**config.mk**
```make
export PLATFORM = sky130hd
export DESIGN_NAME = sd_dat_path
export DESIGN_NICKNAME = d
export VERILOG_FILES = /design/src/hdl/sd_dat_pkg.sv /design/src/hdl/sd_buf_pkg.sv /design/src/hdl/sd_crc16.sv /design/src/hdl/sd_dat_line.sv /design/src/hdl/sd_dat_ctrl.sv /design/src/hdl/sd_buf_arbiter.sv /design/src/hdl/sd_block_buf.sv /design/src/hdl/sd_dat_path.sv
export VERILOG_INCLUDE_DIRS = /design/src /design/src/hdl
export SDC_FILE = /design/constraint.sdc
export NUM_CORES = 1
export LEC_CHECK = 0
export ABC_AREA = 1
export BUFFER_PORTS_ARGS = -buffer_cell sky130_fd_sc_hd__buf_2
export CAP_MARGIN = 20
export CORE_MARGIN = 2
export CORE_UTILIZATION = 45
export DETAILED_ROUTE_END_ITERATION = 7
export PLACE_DENSITY = 0.58
export SLEW_MARGIN = 10
export SYNTH_ARGS = -nofsm -noshare
export SYNTH_HDL_FRONTEND = slang
export SYNTH_SLANG_ARGS = --single-unit
export TNS_END_PERCENT = 10
```
**constraint.sdc**
```tcl
create_clock -name clk -period 3.65 [get_ports clk]
set_input_delay 0.5475 -clock clk [delete_from_list [all_inputs] [get_ports clk]]
set_output_delay 0.5475 -clock clk [all_outputs]
set_load 0.005 [all_outputs]
```
**src/hdl/sd_dat_params.svh**
```systemverilog
// SD data path parameters
// block length, buffer address width and the DAT line CRC16 polynomial
// shared by the buffer, the arbiter, the controller and the CRC generator

`ifndef SD_DAT_PARAMS_SVH
`define SD_DAT_PARAMS_SVH

// bytes in one block, an even number (512 for a full size card block)
`define SD_BLK_BYTES 16

// byte address into the block buffer
`define SD_BUF_AW $clog2(`SD_BLK_BYTES)

// x^16 + x^12 + x^5 + 1, register starts at zero
`define SD_CRC_POLY 16'h1021

`endif

```
**src/hdl/sd_dat_pkg.sv**
```systemverilog
// SD DAT line types
// per cycle line phase and the transfer controller states

package sd_dat_pkg;

	// what every DAT line does in the current cycle
	typedef enum logic [2:0] {
		PH_OFF   = 3'd0, // released, receive side samples the pad
		PH_START = 3'd1, // drive the start bit
		PH_DATA  = 3'd2, // data bit, runs through the CRC
		PH_CRC   = 3'd3, // CRC remainder out, or compared on receive
		PH_STOP  = 3'd4  // drive the stop bit
	} dat_phase_e;

	typedef enum logic [3:0] {
		ST_IDLE, ST_PREFETCH,
		ST_TX_START, ST_TX_DATA, ST_TX_CRC, ST_TX_STOP,
		ST_RX_WAIT, ST_RX_DATA, ST_RX_CRC,
		ST_DONE
	} ctrl_state_e;

endpackage

```
**src/hdl/sd_buf_pkg.sv**
```systemverilog
// SD block buffer sharing types
// identifies which requester holds the single buffer port

package sd_buf_pkg;

	// owner of the buffer port in a given cycle
	typedef enum logic [1:0] {
		OWN_NONE = 2'd0, // port unused
		OWN_CTRL = 2'd1, // DAT controller
		OWN_HOST = 2'd2  // host port
	} buf_owner_e;

endpackage

```
**src/hdl/sd_crc16.sv**
```systemverilog
// Serial CRC16 for one DAT line
// accumulates data bits while gen_en is high, then shifts the
// remainder out MSB first while out_en is high

`timescale 1ns/1ns

`include "sd_dat_params.svh"

module sd_crc16 (
	input  logic clk,
	input  logic rst,
	input  logic clr,
	input  logic gen_en,
	input  logic out_en,
	input  logic din,
	output logic dout
);

	logic [15:0] crc;
	logic        fb; // feedback into the polynomial taps

	assign fb   = din ^ crc[15];
	assign dout = crc[15];

	always_ff @(posedge clk or posedge rst)
	begin
		if (rst)
		begin
			crc <= '0;
		end
		else if (clr)
		begin
			crc <= '0; // new frame
		end
		else if (gen_en)
		begin
			crc <= {crc[14:0], 1'b0} ^ (fb ? `SD_CRC_POLY : 16'h0000);
		end
		else if (out_en)
		begin
			// remainder goes out on dout, zeros fill from below
			crc <= {crc[14:0], 1'b0};
		end
	end

endmodule

```
**src/hdl/sd_dat_line.sv**
```systemverilog
// One SD DAT line
// turns the phase into a pad bit, registers dat_out and dat_oe,
// delays dat_in through two samplers and runs the line's CRC16

`timescale 1ns/1ns

module sd_dat_line (
	input  logic                   clk,
	input  logic                   rst,
	input  sd_dat_pkg::dat_phase_e phase,
	input  logic                   tx_bit,
	input  logic                   crc_clr,
	input  logic                   dat_in,
	output logic                   dat_out,
	output logic                   dat_oe,
	output logic                   rx_bit,
	output logic                   crc_error
);

	logic       tx_mode; // set by a start bit, so the frame is ours to drive
	logic       drive;
	logic       out_bit;
	logic [1:0] dat_dly;
	logic       gen_en;
	logic       out_en;
	logic       crc_din;
	logic       crc_dout;

	assign gen_en  = (phase == sd_dat_pkg::PH_DATA);
	assign out_en  = (phase == sd_dat_pkg::PH_CRC);
	assign drive   = (phase == sd_dat_pkg::PH_START) |
		(tx_mode & (phase != sd_dat_pkg::PH_OFF));
	assign rx_bit  = dat_dly[1];
	assign crc_din = tx_mode ? out_bit : rx_bit; // sent bit or received bit

	always_comb
	begin
		case (phase)
			sd_dat_pkg::PH_START: out_bit = 1'b0;
			sd_dat_pkg::PH_DATA:  out_bit = tx_bit;
			sd_dat_pkg::PH_CRC:   out_bit = crc_dout;
			default:              out_bit = 1'b1; // stop bit and idle level
		endcase
	end

	always_ff @(posedge clk or posedge rst)
	begin
		if (rst)
		begin
			tx_mode   <= 1'b0;
			dat_out   <= 1'b1;
			dat_oe    <= 1'b0;
			dat_dly   <= 2'b11; // bus idles high
			crc_error <= 1'b0;
		end
		else
		begin
			if (phase == sd_dat_pkg::PH_START)
				tx_mode <= 1'b1;
			else if (phase == sd_dat_pkg::PH_OFF)
				tx_mode <= 1'b0;
			dat_out <= out_bit;
			dat_oe  <= drive;
			if (!dat_oe)
				dat_dly <= {dat_dly[0], dat_in}; // frozen while we drive
			if (crc_clr)
				crc_error <= 1'b0;
			else if (out_en && !tx_mode && (crc_dout != rx_bit))
				crc_error <= 1'b1; // sticky until next frame
		end
	end

	sd_crc16 u_crc16 (
		.clk    (clk),
		.rst    (rst),
		.clr    (crc_clr),
		.gen_en (gen_en),
		.out_en (out_en),
		.din    (crc_din),
		.dout   (crc_dout)
	);

	// the pad is released one cycle after the phase goes off
	a_off_release: assert property (@(posedge clk) disable iff (rst)
		(phase == sd_dat_pkg::PH_OFF) |=> !dat_oe);

endmodule

```
**src/hdl/sd_dat_ctrl.sv**
```systemverilog
// SD DAT transfer controller
// moves one block between the buffer and the four DAT lines,
// fetching bytes ahead on transmit and packing nibbles on receive

`timescale 1ns/1ns

`include "sd_dat_params.svh"

module sd_dat_ctrl (
	input  logic                   clk,
	input  logic                   rst,
	input  logic                   start_tx,
	input  logic                   start_rx,
	output logic                   busy,
	output logic                   done,
	output logic                   crc_error,
	output logic                   ctrl_req,
	output logic                   ctrl_we,
	output logic [`SD_BUF_AW-1:0]  ctrl_addr,
	output logic [7:0]             ctrl_wdata,
	input  logic [7:0]             buf_rdata,
	output sd_dat_pkg::dat_phase_e phase,
	output logic [3:0]             tx_bits,
	output logic                   crc_clr,
	input  logic [3:0]             rx_bits,
	input  logic [3:0]             line_crc_error
);

	localparam int AW = `SD_BUF_AW;
	localparam int CW = AW + 1; // counts nibbles of a block
	localparam logic [CW-1:0] DATA_LAST = CW'(2 * `SD_BLK_BYTES - 1);
	localparam logic [CW-1:0] CRC_LAST  = CW'(15);
	localparam logic [AW-1:0] LAST_BYTE = AW'(`SD_BLK_BYTES - 1);

	sd_dat_pkg::ctrl_state_e state, state_nxt;
	logic [CW-1:0] cnt;
	logic [AW-1:0] byte_idx;
	logic [7:0]    hold;  // byte on the lines now
	logic [3:0]    rx_hi; // high nibble waiting for its partner
	logic          start;

	assign start    = (state == sd_dat_pkg::ST_IDLE) & (start_tx | start_rx);
	assign byte_idx = cnt[CW-1:1];

	//////////////////////////////////////////////////////////////////////
	// sequencing
	//////////////////////////////////////////////////////////////////////

	always_comb
	begin
		state_nxt = state;
		case (state)
			sd_dat_pkg::ST_IDLE:
			begin
				if (start_tx)
					state_nxt = sd_dat_pkg::ST_PREFETCH;
				else if (start_rx)
					state_nxt = sd_dat_pkg::ST_RX_WAIT;
			end
			sd_dat_pkg::ST_PREFETCH: if (cnt[0]) state_nxt = sd_dat_pkg::ST_TX_START;
			sd_dat_pkg::ST_TX_START: state_nxt = sd_dat_pkg::ST_TX_DATA;
			sd_dat_pkg::ST_TX_DATA:  if (cnt == DATA_LAST) state_nxt = sd_dat_pkg::ST_TX_CRC;
			sd_dat_pkg::ST_TX_CRC:   if (cnt == CRC_LAST) state_nxt = sd_dat_pkg::ST_TX_STOP;
			sd_dat_pkg::ST_TX_STOP:  state_nxt = sd_dat_pkg::ST_DONE;
			sd_dat_pkg::ST_RX_WAIT:  if (!rx_bits[0]) state_nxt = sd_dat_pkg::ST_RX_DATA;
			sd_dat_pkg::ST_RX_DATA:  if (cnt == DATA_LAST) state_nxt = sd_dat_pkg::ST_RX_CRC;
			sd_dat_pkg::ST_RX_CRC:   if (cnt == CRC_LAST) state_nxt = sd_dat_pkg::ST_DONE;
			default:                 state_nxt = sd_dat_pkg::ST_IDLE; // done lasts one cycle
		endcase
	end

	always_ff @(posedge clk or posedge rst)
	begin
		if (rst)
		begin
			state     <= sd_dat_pkg::ST_IDLE;
			cnt       <= '0;
			done      <= 1'b0;
			crc_error <= 1'b0;
		end
		else
		begin
			state <= state_nxt;
			cnt   <= (state_nxt != state) ? '0 : cnt + 1'b1; // restarts per state
			done  <= (state == sd_dat_pkg::ST_DONE);
			if (start)
				crc_error <= 1'b0;
			else if (state == sd_dat_pkg::ST_DONE)
				crc_error <= |line_crc_error;
		end
	end

	always_ff @(posedge clk)
	begin
		// next byte lands as the low nibble of the current one goes out
		if ((state == sd_dat_pkg::ST_PREFETCH && cnt[0]) ||
			(state == sd_dat_pkg::ST_TX_DATA && cnt[0]))
			hold <= buf_rdata;
		if (state == sd_dat_pkg::ST_RX_DATA && !cnt[0])
			rx_hi <= rx_bits;
	end

	//////////////////////////////////////////////////////////////////////
	// line and buffer side
	//////////////////////////////////////////////////////////////////////

	always_comb
	begin
		case (state)
			sd_dat_pkg::ST_TX_START: phase = sd_dat_pkg::PH_START;
			sd_dat_pkg::ST_TX_DATA,
			sd_dat_pkg::ST_RX_DATA:  phase = sd_dat_pkg::PH_DATA;
			sd_dat_pkg::ST_TX_CRC,
			sd_dat_pkg::ST_RX_CRC:   phase = sd_dat_pkg::PH_CRC;
			sd_dat_pkg::ST_TX_STOP:  phase = sd_dat_pkg::PH_STOP;
			default:                 phase = sd_dat_pkg::PH_OFF;
		endcase
	end

	always_comb
	begin
		case (state)
			sd_dat_pkg::ST_PREFETCH: ctrl_addr = '0;
			sd_dat_pkg::ST_TX_DATA:  ctrl_addr = byte_idx + 1'b1; // one byte ahead
			default:                 ctrl_addr = byte_idx;
		endcase
	end

	assign busy       = (state != sd_dat_pkg::ST_IDLE);
	assign tx_bits    = cnt[0] ? hold[3:0] : hold[7:4]; // high nibble first
	assign crc_clr    = (state == sd_dat_pkg::ST_TX_START) |
		((state == sd_dat_pkg::ST_RX_WAIT) & ~rx_bits[0]);
	assign ctrl_we    = (state == sd_dat_pkg::ST_RX_DATA);
	assign ctrl_wdata = {rx_hi, rx_bits};
	assign ctrl_req   = ((state == sd_dat_pkg::ST_PREFETCH) & ~cnt[0]) |
		((state == sd_dat_pkg::ST_TX_DATA) & ~cnt[0] & (byte_idx != LAST_BYTE)) |
		((state == sd_dat_pkg::ST_RX_DATA) & cnt[0]); // write on the low nibble

	a_idle_quiet: assert property (@(posedge clk) disable iff (rst)
		(state == sd_dat_pkg::ST_IDLE) |-> !ctrl_req);

endmodule

```
**src/hdl/sd_buf_arbiter.sv**
```systemverilog
// Block buffer arbiter
// fixed priority for the DAT controller, the host waits for host_gnt;
// the owner is kept for the read-return cycle to hold host_rdata

`timescale 1ns/1ns

`include "sd_dat_params.svh"

module sd_buf_arbiter (
	input  logic                  clk,
	input  logic                  rst,
	input  logic                  ctrl_req,
	input  logic                  ctrl_we,
	input  logic [`SD_BUF_AW-1:0] ctrl_addr,
	input  logic [7:0]            ctrl_wdata,
	input  logic                  host_req,
	input  logic                  host_we,
	input  logic [`SD_BUF_AW-1:0] host_addr,
	input  logic [7:0]            host_wdata,
	output logic                  host_gnt,
	output logic                  buf_en,
	output logic                  buf_we,
	output logic [`SD_BUF_AW-1:0] buf_addr,
	output logic [7:0]            buf_wdata,
	input  logic [7:0]            buf_rdata,
	output logic [7:0]            host_rdata
);

	sd_buf_pkg::buf_owner_e owner, owner_q;
	logic       rd_q;        // last access was a read
	logic [7:0] host_rdata_q;

	assign owner = ctrl_req ? sd_buf_pkg::OWN_CTRL :
		host_req ? sd_buf_pkg::OWN_HOST : sd_buf_pkg::OWN_NONE;

	assign host_gnt  = host_req & ~ctrl_req;
	assign buf_en    = ctrl_req | host_req;
	assign buf_we    = ctrl_req ? ctrl_we : host_we;
	assign buf_addr  = ctrl_req ? ctrl_addr : host_addr;
	assign buf_wdata = ctrl_req ? ctrl_wdata : host_wdata;

	// host sees fresh data after its own read, else the held copy
	assign host_rdata = (owner_q == sd_buf_pkg::OWN_HOST && rd_q) ? buf_rdata : host_rdata_q;

	always_ff @(posedge clk or posedge rst)
	begin
		if (rst)
		begin
			owner_q <= sd_buf_pkg::OWN_NONE;
			rd_q    <= 1'b0;
		end
		else
		begin
			owner_q <= owner;
			rd_q    <= buf_en & ~buf_we;
		end
	end

	always_ff @(posedge clk)
		host_rdata_q <= host_rdata;

	a_ctrl_first: assert property (@(posedge clk) disable iff (rst)
		!(host_gnt && ctrl_req));

endmodule

```
**src/hdl/sd_block_buf.sv**
```systemverilog
// SD block buffer
// single-port byte memory for one block, write on en and we,
// registered read data otherwise

`timescale 1ns/1ns

`include "sd_dat_params.svh"

module sd_block_buf (
	input  logic                  clk,
	input  logic                  en,
	input  logic                  we,
	input  logic [`SD_BUF_AW-1:0] addr,
	input  logic [7:0]            wdata,
	output logic [7:0]            rdata
);

	logic [7:0] mem [0:`SD_BLK_BYTES-1];

	always_ff @(posedge clk)
	begin
		if (en)
		begin
			if (we)
				mem[addr] <= wdata;
			else
				rdata <= mem[addr]; // kept until the next read
		end
	end

endmodule

```
**src/hdl/sd_dat_path.sv**
```systemverilog
// SD host DAT data path, four lines
// block buffer shared by the host and the DAT controller,
// with one line slice per DAT pad

`timescale 1ns/1ns

`include "sd_dat_params.svh"

module sd_dat_path (
	input  logic                  clk,
	input  logic                  rst,
	input  logic                  start_tx,
	input  logic                  start_rx,
	output logic                  busy,
	output logic                  done,
	output logic                  crc_error,
	input  logic                  host_req,
	input  logic                  host_we,
	input  logic [`SD_BUF_AW-1:0] host_addr,
	input  logic [7:0]            host_wdata,
	output logic                  host_gnt,
	output logic [7:0]            host_rdata,
	input  logic [3:0]            dat_in,
	output logic [3:0]            dat_out,
	output logic [3:0]            dat_oe
);

	logic                   ctrl_req, ctrl_we;
	logic [`SD_BUF_AW-1:0]  ctrl_addr;
	logic [7:0]             ctrl_wdata;
	logic                   buf_en, buf_we;
	logic [`SD_BUF_AW-1:0]  buf_addr;
	logic [7:0]             buf_wdata, buf_rdata;
	sd_dat_pkg::dat_phase_e phase;
	logic [3:0]             tx_bits, rx_bits, line_crc_error;
	logic                   crc_clr;

	sd_block_buf u_block_buf (
		.clk (clk), .en (buf_en), .we (buf_we),
		.addr (buf_addr), .wdata (buf_wdata), .rdata (buf_rdata)
	);

	sd_buf_arbiter u_buf_arbiter (
		.clk (clk), .rst (rst),
		.ctrl_req (ctrl_req), .ctrl_we (ctrl_we),
		.ctrl_addr (ctrl_addr), .ctrl_wdata (ctrl_wdata),
		.host_req (host_req), .host_we (host_we),
		.host_addr (host_addr), .host_wdata (host_wdata), .host_gnt (host_gnt),
		.buf_en (buf_en), .buf_we (buf_we), .buf_addr (buf_addr),
		.buf_wdata (buf_wdata), .buf_rdata (buf_rdata), .host_rdata (host_rdata)
	);

	sd_dat_ctrl u_dat_ctrl (
		.clk (clk), .rst (rst), .start_tx (start_tx), .start_rx (start_rx),
		.busy (busy), .done (done), .crc_error (crc_error),
		.ctrl_req (ctrl_req), .ctrl_we (ctrl_we),
		.ctrl_addr (ctrl_addr), .ctrl_wdata (ctrl_wdata), .buf_rdata (buf_rdata),
		.phase (phase), .tx_bits (tx_bits), .crc_clr (crc_clr),
		.rx_bits (rx_bits), .line_crc_error (line_crc_error)
	);

	// line i carries bit i of each nibble
	for (genvar i = 0; i < 4; i++)
	begin : g_line
		sd_dat_line u_dat_line (
			.clk (clk), .rst (rst), .phase (phase), .tx_bit (tx_bits[i]),
			.crc_clr (crc_clr), .dat_in (dat_in[i]), .dat_out (dat_out[i]),
			.dat_oe (dat_oe[i]), .rx_bit (rx_bits[i]), .crc_error (line_crc_error[i])
		);
	end

endmodule

```
==> metrics.txt <==
status finished clean; die width 159 µm; first-pass GRT wire length 40200 µm; number of buffers created by CTS 27; Avg WL per Cell 17.1 µm; worst reg2reg path endpoint u_block_buf.mem[1][2]; Vias/cell 5.05; Filler Cells Inserted 2133; ant diodes 0; gr busiest metal met1; Via Count 7557; postcts setup bufs 0; Mapped Cells 1105; area grow syn2layout 13.6%; end of the worst hold path g_line[1].u_dat_line.dat_dly[0]; Post-synth EDFFs 148; Int Pwr 4810 µW; floorplan core area 0.0236 mm²; Max Cap Violations 0; Setup Viol. Count Final 0; final period utilization 84.4%; sequential power share 50.2%; gp weighted congestion 0.922; hpwl dp 16600 µm; final hold violations 0; Setup Skew 35.4 ps; Total GRT Usage 19.9%; Switching Fraction 21.6%; Cells after DPL 1443; Yosys reg bits 252; R2R depth 8; Cell Area, Synth 0.0109 mm²; sequential cell area fraction in the yosys report 64.6%; Nets 1181; port bufs 41; initial antenna violation count 0; Slew Limit Fails 0; full die area 0.0254 mm²; final cell count without fillers 1495; H-tree lvl count 1; Crit. End Element flip-flop; top_reg_cell synth edfxtp_1; largest net degree at the start of global routing 85; Synth Net Count 1131; worst-path fanout max 17; root buf cell clkbuf_16; GR Layer Usage met1 30.7%; share of layout cells above drive strength 1 14.0%; Clk pwr share 44.8%; final WL 25600 µm; R2R setup slack 570 ps; Setup Crit Path Kind flip-flop to flip-flop; power per cell area 497 mW/mm²; vias in the first global route 7196; Max Freq 325 MHz; RSZ-0062 raised after global routing no; Max VDD drop 0.000330 V; worst slew pin tran 856 ps; Final min period 3080 ps; met2 global-route usage 29.8%; CTS Sinks 252; Worst-path clk slew 60 ps; Yosys Warn Count 0; Final ANT Viol Nets 0; worst endpoint required time 3820 ps; post-layout total power 6140 µW; Leakage Power 0.00546 µW; worst rel slew slack 42.8%; row count 56; Die Height 159 µm; WP data arrival 3250 ps; HP Start dat_in[1]; Synth async-reset ratio 38.1%; Mean Syn Cell Area 9.84 µm²; Ports 42; Detailed Route Iter0 Violations 665; WHS 266 ps; Hold/Removal Path Class input port to flip-flop; Critical R2R Launch u_dat_ctrl.cnt[2]; Synth cell types 39; switching pwr 1330 µW; CTS tree built; hold path depth 2; Critical Path Start Type flip-flop; met3 Track Usage GR 3.13%; Pre-antenna DRT Iters 5; power share of the combinational group 5.0%; gr ovfl total 0; Remaining DRCs 0; initial core utilization 46.1%; Longest Clk Path Bufs 3; setup TNS 0 ps; clock latency on the worst-skew pair 550 ps
worst max-delay path, stage by stage (launching register included):
cell	delay [ps]
dfrtp_1	440
ha_1	240
nand2_1	100
nor2_2	60
o21ai_4	410
inv_1	160
a21oi_1	330
nand3_1	250
nor2_1	690
cell usage in the layout, fill, tap and decap left out, types with 17 or more instances in the layout:
master,count
inv_1,102
nor2_1,43
nand3_1,76
a21oi_1,17
edfxtp_1,148
clkbuf_16,29
nand2_1,420
buf_4,24
dfrtp_1,84
o22ai_1,44
o21ai_0,22
buf_2,41
power groups by stage:
| stage | clock (µW) | sequential [µW] | combinational (µW) |
|---|---|---|---|
| global placement | 0 | 3140 | 302 |
| finish | 2750 | 3080 | 306 |
| floorplan | 0 | 3130 | 189 |
| CTS | 2800 | 3080 | 304 |
| global route | 2920 | 3080 | 344 |
| detailed placement | 0 | 3140 | 303 |
worst max-delay path by stage:
stage | from | end | slack, ps
after floorplan | rst | g_line[0].u_dat_line.crc_error | 620
after global placement | u_dat_ctrl.state[2] | u_block_buf.mem[1][5] | 700
after detailed placement | u_dat_ctrl.cnt[1] | u_block_buf.mem[1][5] | 570
after CTS | u_dat_ctrl.cnt[1] | u_block_buf.mem[1][5] | 550
after global routing | u_dat_ctrl.cnt[1] | u_block_buf.mem[1][4] | 260
final | u_dat_ctrl.cnt[2] | u_block_buf.mem[1][2] | 570
kinds of logic after synthesis:
kind of cell / synth area share (%)
mux: 1.14
fa+ha+maj: 0.460
compound gates: 5.29
buf+inv: 6.48
simple gates: 21.8
xor+xnor: 0.242
flops: 64.6
flip-flops by register name, indices dropped and copies added (netlist names):
signal,cells
u_dat_ctrl.state,4
u_dat_ctrl.done,1
g_line.u_dat_line.dat_out,4
u_block_buf.mem,128
g_line.u_dat_line.crc_error,4
u_buf_arbiter.rd_q,1
g_line.u_dat_line.dat_oe,1
g_line.u_dat_line.u_crc16.crc,64
u_block_buf.rdata,8
g_line.u_dat_line.dat_dly,8
u_buf_arbiter.host_rdata_q,8
u_dat_ctrl.rx_hi,4
u_dat_ctrl.crc_error,1
u_buf_arbiter.owner_q,2
u_dat_ctrl.cnt,5
u_dat_ctrl.hold,8
g_line.u_dat_line.tx_mode,1
cell type report:
cell class              instances  area [µm²]  share of cell area (%)
flip-flops and latches        252        7020                    56.8
multi-input cells             692        3150                    25.5
clock buffers                  36         782                    6.33
repair buffers                 68         443                    3.59
inverters                     114         430                    3.48
well taps                     319         399                    3.23
clock inverters                14         126                    1.02
per-layer routing:
metal / share of wire [%] / vias to the layer above
met2: 43 / 237
met4: 1.7 / 0
met1: 48 / 3552
li1: - / 3730
met5: 0 / -
met3: 6.5 / 38
metrics by stage:
step	worst slack (ps)	area, µm²	util (%)
5_1_grt	255	12400	52.3
4_1_cts	551	12300	52.2
6_report	569	12400	52.3
3_3_place_gp	704	11400	48.3
3_5_place_dp	565	11400	48.3
2_1_floorplan	617	10900	-
synthesized netlist by cell type (2+ instances only):
cell | count | share of area (%)
mux2_2 | 11 | 1.1
nor3_1 | 9 | 0.41
a21oi_1 | 17 | 0.78
o22ai_1 | 44 | 2.5
ha_1 | 4 | 0.46
nand3b_1 | 2 | 0.14
clkbuf_1 | 11 | 0.38
buf_4 | 15 | 1.0
inv_1 | 103 | 3.6
dfstp_2 | 12 | 2.9
dfrtp_1 | 84 | 19
nor2_2 | 6 | 0.35
nand2_1 | 420 | 14
xor2_1 | 2 | 0.16
nor2_1 | 43 | 1.5
edfxtp_1 | 148 | 41
o21ai_2 | 2 | 0.16
nand3_1 | 76 | 3.5
nand4_1 | 9 | 0.52
buf_2 | 16 | 0.74
nand3_2 | 2 | 0.18
o21ai_0 | 26 | 1.2
dfxtp_1 | 8 | 1.5
nand2_2 | 6 | 0.35
inv_2 | 11 | 0.38
o21ai_1 | 3 | 0.14
buf_6 | 3 | 0.31
timing repair:
item                      in CTS  in global routing
hold endpoints to repair       0                 15
resized for setup              0                  0
hold buffers                   0                  1
Note: power is estimated with default switching activity, not from simulation.
